## config.mk

```make
export PLATFORM = sky130hd
export DESIGN_NAME = cpu_top
export DESIGN_NICKNAME = d
export VERILOG_FILES = /design/src/rv_pkg.sv /design/src/alu.sv /design/src/extend.sv /design/src/regfile.sv /design/src/datapath_multicycle.sv /design/src/control_fsm.sv /design/src/cpu_top.sv
export VERILOG_INCLUDE_DIRS = /design/src
export SDC_FILE = /design/constraint.sdc
export NUM_CORES = 2
export LEC_CHECK = 0
export BUFFER_PORTS_ARGS = -buffer_cell sky130_fd_sc_hd__clkbuf_2
export CELL_PAD_IN_SITES_DETAIL_PLACEMENT = 1
export CELL_PAD_IN_SITES_GLOBAL_PLACEMENT = 1
export CORE_MARGIN = 2
export CORE_UTILIZATION = 54
export CTS_CLUSTER_SIZE = 20
export DETAILED_ROUTE_END_ITERATION = 8
export PLACE_DENSITY_LB_ADDON = 0.1
export SYNTH_ARGS = -nofsm -noshare
export SYNTH_HDL_FRONTEND = slang
export SYNTH_SLANG_ARGS = --single-unit
```

## constraint.sdc

```tcl
create_clock -name clk -period 8.6 [get_ports clk]
set_input_delay 1.72 -clock clk [delete_from_list [all_inputs] [get_ports clk]]
set_output_delay 1.72 -clock clk [all_outputs]
set_load 0.05 [all_outputs]
```

## src/rv_cfg.svh

```systemverilog
// Core configuration macros: word width, register count, reset vector, memory depth
`ifndef RV_CFG_SVH
`define RV_CFG_SVH

// Data and address word width
`define RV_XLEN 32

// Architectural registers, x0 included
`define RV_NREGS 32

// First fetch address after reset
`define RV_RESET_PC 32'h0000_0000

// Depth of the external memory in words
`define RV_MEM_WORDS 1024

`endif

```

## src/rv_pkg.sv

```systemverilog
// Shared types for the multicycle RV32I core: control enums and bus structs
`include "rv_cfg.svh"

package rv_pkg;

    typedef enum logic [2:0] {
        ALU_ADD, ALU_SUB, ALU_AND, ALU_OR,
        ALU_XOR, ALU_SLT, ALU_SLL, ALU_SRL
    } alu_op_e;

    typedef enum logic [2:0] {
        IMM_I, IMM_S, IMM_B, IMM_J, IMM_U
    } imm_src_e;

    typedef enum logic [2:0] {
        ALU_SRC_REG_1, ALU_SRC_REG_2, ALU_SRC_EXT_IMM,
        ALU_SRC_PC, ALU_SRC_PC_OLD, ALU_SRC_CONST_4
    } alu_src_e;

    typedef enum logic {
        RES_SRC_ALU_OUT,  // Registered ALU output
        RES_SRC_MEM       // Registered read data
    } res_src_e;

    typedef enum logic [1:0] {
        RF_WD_SRC_RES, RF_WD_SRC_PC, RF_WD_SRC_IMM, RF_WD_SRC_NONE
    } rf_wd_src_e;

    // RV32I major opcodes
    typedef enum logic [6:0] {
        OPC_LOAD   = 7'b0000011,
        OPC_STORE  = 7'b0100011,
        OPC_OP     = 7'b0110011,
        OPC_OP_IMM = 7'b0010011,
        OPC_BRANCH = 7'b1100011,
        OPC_JAL    = 7'b1101111,
        OPC_LUI    = 7'b0110111
    } opcode_e;

    typedef enum logic [3:0] {
        S_FETCH, S_DECODE, S_MEM_ADDR, S_MEM_READ, S_MEM_WB, S_MEM_WRITE,
        S_EXEC_R, S_EXEC_I, S_ALU_WB, S_BRANCH, S_JAL, S_LUI
    } fsm_state_e;

    typedef struct packed {
        logic zero;
        logic neg;
        logic carry;  // No borrow out of a - b
        logic ovf;
    } alu_flags_t;

    // All datapath selects and enables, 20 bits
    typedef struct packed {
        logic       rf_we;
        imm_src_e   imm_src;
        alu_op_e    alu_ctrl;
        alu_src_e   alu_src_a;
        alu_src_e   alu_src_b;
        res_src_e   res_src;
        logic       addr_src;    // 0 = PC, 1 = result
        logic       en_ir;
        logic       en_npc_r;
        logic       en_oldpc_r;
        rf_wd_src_e rf_wd_src;
    } dp_ctrl_t;

    typedef struct packed {
        logic [`RV_XLEN-1:0] addr;
        logic [`RV_XLEN-1:0] wd;
        logic                we;
    } mem_req_t;

endpackage

```

## src/alu.sv

```systemverilog
// ALU with eight RV32I operations and compare flags from the subtract path
`timescale 1ns/1ps
`include "rv_cfg.svh"

module alu (
    input  logic [`RV_XLEN-1:0] a,
    input  logic [`RV_XLEN-1:0] b,
    input  rv_pkg::alu_op_e     op,
    output logic [`RV_XLEN-1:0] y,
    output rv_pkg::alu_flags_t  flags
);
    logic [`RV_XLEN:0]   diff_ext;  // Carry out on top
    logic [`RV_XLEN-1:0] diff;
    logic [4:0]          shamt;

    // a - b as a + ~b + 1
    assign diff_ext = {1'b0, a} + {1'b0, ~b} + {{`RV_XLEN{1'b0}}, 1'b1};
    assign diff     = diff_ext[`RV_XLEN-1:0];
    assign shamt    = b[4:0];                 // Shifts only use the low five bits

    always_comb begin
        case (op)
            rv_pkg::ALU_ADD: y = a + b;
            rv_pkg::ALU_SUB: y = diff;
            rv_pkg::ALU_AND: y = a & b;
            rv_pkg::ALU_OR:  y = a | b;
            rv_pkg::ALU_XOR: y = a ^ b;
            rv_pkg::ALU_SLT: y = {{(`RV_XLEN-1){1'b0}}, $signed(a) < $signed(b)};
            rv_pkg::ALU_SLL: y = a << shamt;
            rv_pkg::ALU_SRL: y = a >> shamt;
            default:         y = '0;
        endcase
    end

    // Flags always describe a - b, whatever op is selected
    assign flags.zero  = (diff == '0);
    assign flags.neg   = diff[`RV_XLEN-1];
    assign flags.carry = diff_ext[`RV_XLEN];
    assign flags.ovf   = (a[`RV_XLEN-1] != b[`RV_XLEN-1]) &&
                         (diff[`RV_XLEN-1] != a[`RV_XLEN-1]);  // Sign flip on unlike signs

endmodule

```

## src/extend.sv

```systemverilog
// Immediate extender rebuilding and sign-extending I, S, B, J and U fields
`timescale 1ns/1ps
`include "rv_cfg.svh"

module extend (
    input  logic [`RV_XLEN-1:0] instr,
    input  rv_pkg::imm_src_e    imm_src,
    output logic [`RV_XLEN-1:0] imm
);
    logic sign;

    assign sign = instr[31];  // Immediate sign always sits in bit 31

    always_comb begin
        case (imm_src)
            rv_pkg::IMM_I: imm = {{20{sign}}, instr[31:20]};
            rv_pkg::IMM_S: imm = {{20{sign}}, instr[31:25], instr[11:7]};
            // Branch offset, halfword aligned
            rv_pkg::IMM_B: imm = {{19{sign}}, sign, instr[7], instr[30:25],
                                  instr[11:8], 1'b0};
            // Jump offset, halfword aligned
            rv_pkg::IMM_J: imm = {{11{sign}}, sign, instr[19:12], instr[20],
                                  instr[30:21], 1'b0};
            rv_pkg::IMM_U: imm = {instr[31:12], 12'b0};  // Upper 20 bits
            default:       imm = '0;
        endcase
    end

endmodule

```

## src/regfile.sv

```systemverilog
// Register file with two combinational reads, one clocked write, x0 tied to zero
`timescale 1ns/1ps
`include "rv_cfg.svh"

module regfile (
    input  logic                         clk,
    input  logic [$clog2(`RV_NREGS)-1:0] ra1,
    input  logic [$clog2(`RV_NREGS)-1:0] ra2,
    input  logic [$clog2(`RV_NREGS)-1:0] wa,
    input  logic [`RV_XLEN-1:0]          wd,
    input  logic                         we,
    output logic [`RV_XLEN-1:0]          rd1,
    output logic [`RV_XLEN-1:0]          rd2
);
    logic [`RV_XLEN-1:0] regs [`RV_NREGS];

    always_ff @(posedge clk) begin
        if (we && (wa != '0))  // x0 never written
            regs[wa] <= wd;
    end

    assign rd1 = (ra1 == '0) ? '0 : regs[ra1];
    assign rd2 = (ra2 == '0) ? '0 : regs[ra2];

endmodule

```

## src/datapath_multicycle.sv

```systemverilog
// Multicycle datapath with PC, IR, operand and result registers around one ALU
`timescale 1ns/1ps
`include "rv_cfg.svh"

module datapath_multicycle (
    input  logic                clk,
    input  logic                reset,
    input  rv_pkg::dp_ctrl_t    ctrl,
    input  logic [`RV_XLEN-1:0] m_rd,
    output logic [`RV_XLEN-1:0] m_addr,
    output logic [`RV_XLEN-1:0] m_wd,
    output logic [`RV_XLEN-1:0] instr,
    output logic [`RV_XLEN-1:0] pc,
    output rv_pkg::alu_flags_t  alu_flags
);
    logic [`RV_XLEN-1:0] pc_old;     // PC of the instruction in IR
    logic [`RV_XLEN-1:0] pc_next;
    logic [`RV_XLEN-1:0] m_rd_r;     // Load data
    logic [`RV_XLEN-1:0] rd1;        // Registered operands
    logic [`RV_XLEN-1:0] rd2;
    logic [`RV_XLEN-1:0] reg_rd1;
    logic [`RV_XLEN-1:0] reg_rd2;
    logic [`RV_XLEN-1:0] reg_wd;
    logic [`RV_XLEN-1:0] result;
    logic [`RV_XLEN-1:0] ext_imm;
    logic [`RV_XLEN-1:0] alu_a;
    logic [`RV_XLEN-1:0] alu_b;
    logic [`RV_XLEN-1:0] alu_y;
    logic [`RV_XLEN-1:0] alu_out_r;

    // Shared operand select for both ALU inputs
    function automatic logic [`RV_XLEN-1:0] operand(input rv_pkg::alu_src_e src);
        logic [`RV_XLEN-1:0] val;
        case (src)
            rv_pkg::ALU_SRC_REG_1:   val = rd1;
            rv_pkg::ALU_SRC_REG_2:   val = rd2;
            rv_pkg::ALU_SRC_EXT_IMM: val = ext_imm;
            rv_pkg::ALU_SRC_PC:      val = pc;
            rv_pkg::ALU_SRC_PC_OLD:  val = pc_old;
            rv_pkg::ALU_SRC_CONST_4: val = `RV_XLEN'd4;
            default:                 val = '0;
        endcase
        return val;
    endfunction

    always_comb begin
        case (ctrl.res_src)
            rv_pkg::RES_SRC_ALU_OUT: result = alu_out_r;
            rv_pkg::RES_SRC_MEM:     result = m_rd_r;
            default:                 result = '0;
        endcase
    end

    // Fetch writes PC+4 straight from the ALU, jumps take the registered target
    assign pc_next = ctrl.en_ir ? alu_y : result;

    assign m_addr = ctrl.addr_src ? result : pc;
    assign m_wd   = rd2;                       // Store data is rs2

    // PC, old PC and instruction, each with its own enable
    always_ff @(posedge clk) begin
        if (reset) begin
            pc     <= `RV_RESET_PC;
            pc_old <= '0;
            instr  <= '0;
        end else begin
            if (ctrl.en_npc_r)
                pc <= pc_next;
            if (ctrl.en_oldpc_r)
                pc_old <= pc;  // Same edge as the PC+4 update
            if (ctrl.en_ir)
                instr <= m_rd;
        end
    end

    // Free-running stage registers, one cycle behind their source
    always_ff @(posedge clk) begin
        if (reset) begin
            m_rd_r    <= '0;
            rd1       <= '0;
            rd2       <= '0;
            alu_out_r <= '0;
        end else begin
            m_rd_r    <= m_rd;
            rd1       <= reg_rd1;
            rd2       <= reg_rd2;
            alu_out_r <= alu_y;
        end
    end

    always_comb begin
        case (ctrl.rf_wd_src)
            rv_pkg::RF_WD_SRC_RES: reg_wd = result;
            rv_pkg::RF_WD_SRC_PC:  reg_wd = pc;       // Already old PC + 4, jal link
            rv_pkg::RF_WD_SRC_IMM: reg_wd = ext_imm;  // lui
            default:               reg_wd = '0;
        endcase
    end

    regfile rf (
        .clk (clk),
        .ra1 (instr[19:15]),
        .ra2 (instr[24:20]),
        .wa  (instr[11:7]),
        .wd  (reg_wd),
        .we  (ctrl.rf_we),
        .rd1 (reg_rd1),
        .rd2 (reg_rd2)
    );

    extend ext (
        .instr   (instr),
        .imm_src (ctrl.imm_src),
        .imm     (ext_imm)
    );

    always_comb begin
        alu_a = operand(ctrl.alu_src_a);
        alu_b = operand(ctrl.alu_src_b);
    end

    alu alu0 (
        .a     (alu_a),
        .b     (alu_b),
        .op    (ctrl.alu_ctrl),
        .y     (alu_y),
        .flags (alu_flags)
    );

endmodule

```

## src/control_fsm.sv

```systemverilog
// Main decoder FSM and ALU decoder driving the multicycle datapath controls
`timescale 1ns/1ps
`include "rv_cfg.svh"

module control_fsm (
    input  logic                clk,
    input  logic                reset,
    input  logic [`RV_XLEN-1:0] instr,
    input  rv_pkg::alu_flags_t  flags,
    output rv_pkg::dp_ctrl_t    ctrl,
    output logic                m_we
);
    rv_pkg::fsm_state_e state;
    rv_pkg::fsm_state_e state_next;
    rv_pkg::opcode_e    opcode;
    rv_pkg::alu_op_e    alu_dec;   // Operation for EXEC states
    logic [2:0]         funct3;
    logic [6:0]         funct7;

    assign opcode = rv_pkg::opcode_e'(instr[6:0]);
    assign funct3 = instr[14:12];
    assign funct7 = instr[31:25];

    // ALU decoder, sub only exists in R-type
    always_comb begin
        case (funct3)
            3'b000:  alu_dec = (opcode == rv_pkg::OPC_OP && funct7[5]) ?
                               rv_pkg::ALU_SUB : rv_pkg::ALU_ADD;
            3'b001:  alu_dec = rv_pkg::ALU_SLL;
            3'b010:  alu_dec = rv_pkg::ALU_SLT;
            3'b100:  alu_dec = rv_pkg::ALU_XOR;
            3'b101:  alu_dec = rv_pkg::ALU_SRL;
            3'b110:  alu_dec = rv_pkg::ALU_OR;
            3'b111:  alu_dec = rv_pkg::ALU_AND;
            default: alu_dec = rv_pkg::ALU_ADD;  // sltu not supported
        endcase
    end

    always_ff @(posedge clk) begin
        if (reset)
            state <= rv_pkg::S_FETCH;
        else
            state <= state_next;
    end

    always_comb begin
        case (state)
            rv_pkg::S_FETCH:  state_next = rv_pkg::S_DECODE;
            rv_pkg::S_DECODE: begin
                case (opcode)
                    rv_pkg::OPC_LOAD,
                    rv_pkg::OPC_STORE:  state_next = rv_pkg::S_MEM_ADDR;
                    rv_pkg::OPC_OP:     state_next = rv_pkg::S_EXEC_R;
                    rv_pkg::OPC_OP_IMM: state_next = rv_pkg::S_EXEC_I;
                    rv_pkg::OPC_BRANCH: state_next = rv_pkg::S_BRANCH;
                    rv_pkg::OPC_JAL:    state_next = rv_pkg::S_JAL;
                    rv_pkg::OPC_LUI:    state_next = rv_pkg::S_LUI;
                    default:            state_next = rv_pkg::S_FETCH;  // Skip unknown
                endcase
            end
            rv_pkg::S_MEM_ADDR: state_next = (opcode == rv_pkg::OPC_LOAD) ?
                                             rv_pkg::S_MEM_READ : rv_pkg::S_MEM_WRITE;
            rv_pkg::S_MEM_READ: state_next = rv_pkg::S_MEM_WB;
            rv_pkg::S_EXEC_R,
            rv_pkg::S_EXEC_I:   state_next = rv_pkg::S_ALU_WB;
            default:            state_next = rv_pkg::S_FETCH;
        endcase
    end

    // Moore outputs, everything idle unless the state says otherwise
    always_comb begin
        ctrl.rf_we      = 1'b0;
        ctrl.imm_src    = rv_pkg::IMM_I;
        ctrl.alu_ctrl   = rv_pkg::ALU_ADD;
        ctrl.alu_src_a  = rv_pkg::ALU_SRC_REG_1;
        ctrl.alu_src_b  = rv_pkg::ALU_SRC_REG_2;
        ctrl.res_src    = rv_pkg::RES_SRC_ALU_OUT;
        ctrl.addr_src   = 1'b0;
        ctrl.en_ir      = 1'b0;
        ctrl.en_npc_r   = 1'b0;
        ctrl.en_oldpc_r = 1'b0;
        ctrl.rf_wd_src  = rv_pkg::RF_WD_SRC_NONE;
        m_we            = 1'b0;
        case (state)
            rv_pkg::S_FETCH: begin
                ctrl.en_ir      = 1'b1;                    // IR <= mem[PC]
                ctrl.en_oldpc_r = 1'b1;
                ctrl.en_npc_r   = 1'b1;                    // PC <= PC + 4
                ctrl.alu_src_a  = rv_pkg::ALU_SRC_PC;
                ctrl.alu_src_b  = rv_pkg::ALU_SRC_CONST_4;
            end
            rv_pkg::S_DECODE: begin
                // Precompute old PC + offset for branch and jal
                ctrl.imm_src   = (opcode == rv_pkg::OPC_JAL) ? rv_pkg::IMM_J : rv_pkg::IMM_B;
                ctrl.alu_src_a = rv_pkg::ALU_SRC_PC_OLD;
                ctrl.alu_src_b = rv_pkg::ALU_SRC_EXT_IMM;
            end
            rv_pkg::S_MEM_ADDR: begin
                ctrl.imm_src   = (opcode == rv_pkg::OPC_STORE) ? rv_pkg::IMM_S : rv_pkg::IMM_I;
                ctrl.alu_src_b = rv_pkg::ALU_SRC_EXT_IMM;  // rs1 + offset
            end
            rv_pkg::S_MEM_READ:
                ctrl.addr_src = 1'b1;                      // Address from ALU out
            rv_pkg::S_MEM_WB: begin
                ctrl.res_src   = rv_pkg::RES_SRC_MEM;
                ctrl.rf_wd_src = rv_pkg::RF_WD_SRC_RES;
                ctrl.rf_we     = 1'b1;
            end
            rv_pkg::S_MEM_WRITE: begin
                ctrl.addr_src = 1'b1;
                m_we          = 1'b1;                      // Only write strobe
            end
            rv_pkg::S_EXEC_R:
                ctrl.alu_ctrl = alu_dec;
            rv_pkg::S_EXEC_I: begin
                ctrl.alu_ctrl  = alu_dec;
                ctrl.alu_src_b = rv_pkg::ALU_SRC_EXT_IMM;
            end
            rv_pkg::S_ALU_WB: begin
                ctrl.rf_wd_src = rv_pkg::RF_WD_SRC_RES;
                ctrl.rf_we     = 1'b1;
            end
            rv_pkg::S_BRANCH: begin
                ctrl.alu_ctrl = rv_pkg::ALU_SUB;           // rs1 - rs2 for zero flag
                // funct3[0] picks bne over beq
                ctrl.en_npc_r = funct3[0] ? ~flags.zero : flags.zero;
            end
            rv_pkg::S_JAL: begin
                ctrl.en_npc_r  = 1'b1;                     // Target from ALU out
                ctrl.rf_wd_src = rv_pkg::RF_WD_SRC_PC;     // Link
                ctrl.rf_we     = 1'b1;
            end
            rv_pkg::S_LUI: begin
                ctrl.imm_src   = rv_pkg::IMM_U;
                ctrl.rf_wd_src = rv_pkg::RF_WD_SRC_IMM;
                ctrl.rf_we     = 1'b1;
            end
            default: ;
        endcase
    end

endmodule

```

## src/cpu_top.sv

```systemverilog
// Core top level joining the controller and datapath onto one memory port
`timescale 1ns/1ps
`include "rv_cfg.svh"

module cpu_top (
    input  logic                clk,
    input  logic                reset,
    input  logic [`RV_XLEN-1:0] m_rd,   // Combinational read data for mem.addr
    output rv_pkg::mem_req_t    mem
);
    rv_pkg::dp_ctrl_t    ctrl;
    rv_pkg::alu_flags_t  alu_flags;
    logic [`RV_XLEN-1:0] instr;

    control_fsm ctl (
        .clk   (clk),
        .reset (reset),
        .instr (instr),
        .flags (alu_flags),
        .ctrl  (ctrl),
        .m_we  (mem.we)
    );

    datapath_multicycle dp (
        .clk       (clk),
        .reset     (reset),
        .ctrl      (ctrl),
        .m_rd      (m_rd),
        .m_addr    (mem.addr),
        .m_wd      (mem.wd),
        .instr     (instr),
        .pc        (),
        .alu_flags (alu_flags)
    );

endmodule

```

==> impl_metrics.json <==
{
  "grt_pass1_wl_microns": 380000,
  "synth.cell_area_sq_mm": 0.0652,
  "clkSlewWorstSetupHoldPaths_ns": 0.06,
  "seqCellArea_sq_mm": 0.0354,
  "dieArea_sq_mm": 0.124,
  "design_area_sq_mm": 0.0726,
  "insertion_delay_ns": 0.78,
  "cp-start-kind": "flip-flop",
  "grt_start_max_net_pins": 114,
  "clockBufferDepth": 3,
  "fill_cells": 11400,
  "yosys_most_used_dff": "edfxtp_1",
  "hold_start": "dp.pc_old[7]",
  "num_rows": 127,
  "place.gp.congestion": 1.05,
  "cts_buffers": 131,
  "timing.slew.headroom_pct": -3.11,
  "synthMostInstantiatedCell": "edfxtp_1",
  "failed_checks": "DRC, slew limit",
  "power_density_mw_per_mm2": 200,
  "place_area_sq_mm": 0.0684,
  "syn_inst": 4796,
  "grt_usage_pct": 44.2,
  "final.setup.tns_ns": 0,
  "ys_warn_count": 0,
  "cts_tree": "yes",
  "ioPinCount": 99,
  "syn_avg_cell_area_sq_um": 13.6,
  "worst-r2r-setup-slack_ns": 0.58,
  "die_h_microns": 351,
  "hold_viol": 0,
  "ys_types": 94,
  "multi_input_area_sq_mm": 0.0287,
  "worst_pin_slew_ns": 1.55,
  "syn_to_final_growth_pct": 11.4,
  "arrival_ns": 8.65,
  "r2r_start": "ctl.state[2]",
  "synth.area.top_cells": "edfxtp_1, mux4_2, dfxtp_1",
  "synth_top_area_cell": "edfxtp_1",
  "post_cts_buffers": 0,
  "setup_viol_count_final": 0,
  "synth_edf_count": 1024,
  "seq_area_frac_synth_pct": 54.2,
  "cts-root-buf": "clkbuf_16",
  "p_leak_nw": 22.5,
  "wirelength_microns": 271000,
  "r2r_end": "dp.pc[12]",
  "status": "complete, but fails checks",
  "drc": 1,
  "postCtsHoldBufs": 0,
  "drtIter0Drc": 6981,
  "total_power_mw": 14.5,
  "path_class": "reg2reg",
  "yosysTopAreaCellShare_pct": 47.2,
  "numPortBuffers": 98,
  "finalMaxSlewViolations": 2,
  "wire_per_inst_microns": 41.2,
  "grt_pass1_vias": 49600,
  "dp_hpwl_microns": 175000,
  "grt.overflow.total": 0,
  "drive_gt1_share_pct": 24.0,
  "synthTopCellsByCount": "edfxtp_1, mux4_2, nand2_1, nor2_1, mux2i_1",
  "cts_sinks": 1252,
  "crit_path_max_fanout": 38,
  "r2r_cells": 20,
  "ir_drop_mv": 0.212,
  "holdPathStages": 2,
  "fmax_ghz": 0.125,
  "core_region_area_sq_mm": 0.120,
  "viasPerCell": 7.46,
  "ctsResizeCount": 0,
  "fin_worst_skew_ns": 0.0408,
  "rsz0062_at_grt": "false",
  "max_cap_viol_count": 0,
  "cp-end-kind": "flip-flop",
  "finalCritPeriodShare_pct": 93.2,
  "h-tree-depth": 4,
  "die_x_microns": 351,
  "synth_seq_cells": 1252,
  "firstDrtPassIters": 9,
  "hp-class": "reg2reg",
  "initial_core_util_pct": 54.4,
  "vias": 49100,
  "period_minus_slack_ns": 8.02,
  "whs_ns": 0.458,
  "async_flop_share_pct": 0,
  "antenna_found_initial": 10,
  "final_nets": 4994,
  "worstPathRequired_ns": 9.23,
  "ant_nets": 0,
  "hold_end": "dp.pc_old[7]"
}
[power breakdown]
group / internal (mW) / switching (mW) / total, mW
clock network: 3.18 / 2.49 / 5.67
registers: 6.55 / 0.168 / 6.72
logic: 0.682 / 1.44 / 2.12
total: 10.4 / 4.10 / 14.5
[how the worst max path moves through the flow]
stage                             from  cells past startpoint  slack (ns)        end
after floorplan           dp.instr[15]                     23        1.98  dp.pc[12]
after global placement    ctl.state[0]                     21        1.08  dp.pc[12]
after detailed placement  ctl.state[0]                     21        0.98  dp.pc[12]
after CTS                 ctl.state[0]                     21        0.95  dp.pc[12]
after global routing      ctl.state[2]                     20        0.33  dp.pc[12]
final                     ctl.state[2]                     20        0.58  dp.pc[12]
[worst max-delay path, cell delays in order (launching register included)]
cell and delay, ns:
dfxtp_1 0.83, or3_1 0.28, nor2_4 0.20, buf_4 0.29
a222oi_1 1.17, inv_1 0.19, ha_1 0.68, inv_1 0.27
nor3_1 0.44, nand4_1 0.33, a21boi_1 0.29, o22ai_1 0.11
a2111o_1 0.40, or4_1 0.59, nor4_2 0.28, buf_4 0.21
mux2_1 0.38, a21oi_4 0.17, buf_4 0.41, mux2i_1 0.28
nor2_1 0.06
[cell usage in the layout, fill, tap and decap left out, types with 35 or more instances in the layout]
master     Yosys  routed
o211ai_1      45      45
clkbuf_1     266      37
o22ai_1       97      97
buf_4          4     189
nor3_1        73      70
dfxtp_1      228     217
ha_1          97      97
clkbuf_2       0      97
o221ai_1      48      48
mux4_2       484     484
clkbuf_16      0     132
nand2_1      327     325
a221oi_1      58      58
mux2i_1      282     282
nand3_1       82      82
a211oi_1      46      36
a31oi_1       35      35
inv_1        104     104
nor2_1       322     287
nor2b_1       44      42
mux2_2       102     102
a21oi_1      267     263
edfxtp_1    1024    1024
o21ai_0      178     161
[area by class of cell]
class	count	share of cell area, %
Clock buffer	178	4.90
Inverter	108	0.558
Clock inverter	56	0.882
Multi-Input combinational cell	3077	39.4
Antenna cell	5	0.0172
Timing Repair Buffer	291	2.75
Tap cell	1612	2.78
Sequential cell	1252	48.7
[state kept, by name, indices dropped and copies added (netlist names)]
register	count
ctl.state	4
dp.rf.regs	1024
dp.pc	32
dp.alu_out_r	32
dp.pc_old	32
dp.m_rd_r	32
dp.instr	32
dp.m_wd	32
dp.rd1	32
[metrics by stage]
step | std cells | util, % | worst slack (ns)
after floorplan | 4827 | - | 1.98
after global placement | 6339 | 57.1 | 1.08
after detailed placement | 6339 | 57.1 | 0.984
after CTS | 6573 | 60.6 | 0.946
after global routing | 6574 | 60.6 | 0.335
final | 6579 | 60.6 | 0.584
[metal layers]
layer / global-route usage, % / routed length [microns] / vias to the layer above
met5: 0 / 51 / -
met4: 33.5 / 24700 / 8
met3: 10.8 / 29700 / 1069
met2: 67.7 / 123000 / 3643
met1: 54.4 / 93400 / 25100
li1: - / - / 19200
[cells by family after synthesis]
kind of cell    Yosys count  synth area share [%]
other cells               1               0.00575
xor+xnor                 39                 0.524
mux                     869                  22.8
fa+ha+maj                99                  1.92
compound gates         1032                  10.6
flops                  1252                  54.2
buf+inv                 498                  2.99
simple gates           1006                  7.02
(Power assumes the default switching activity.)
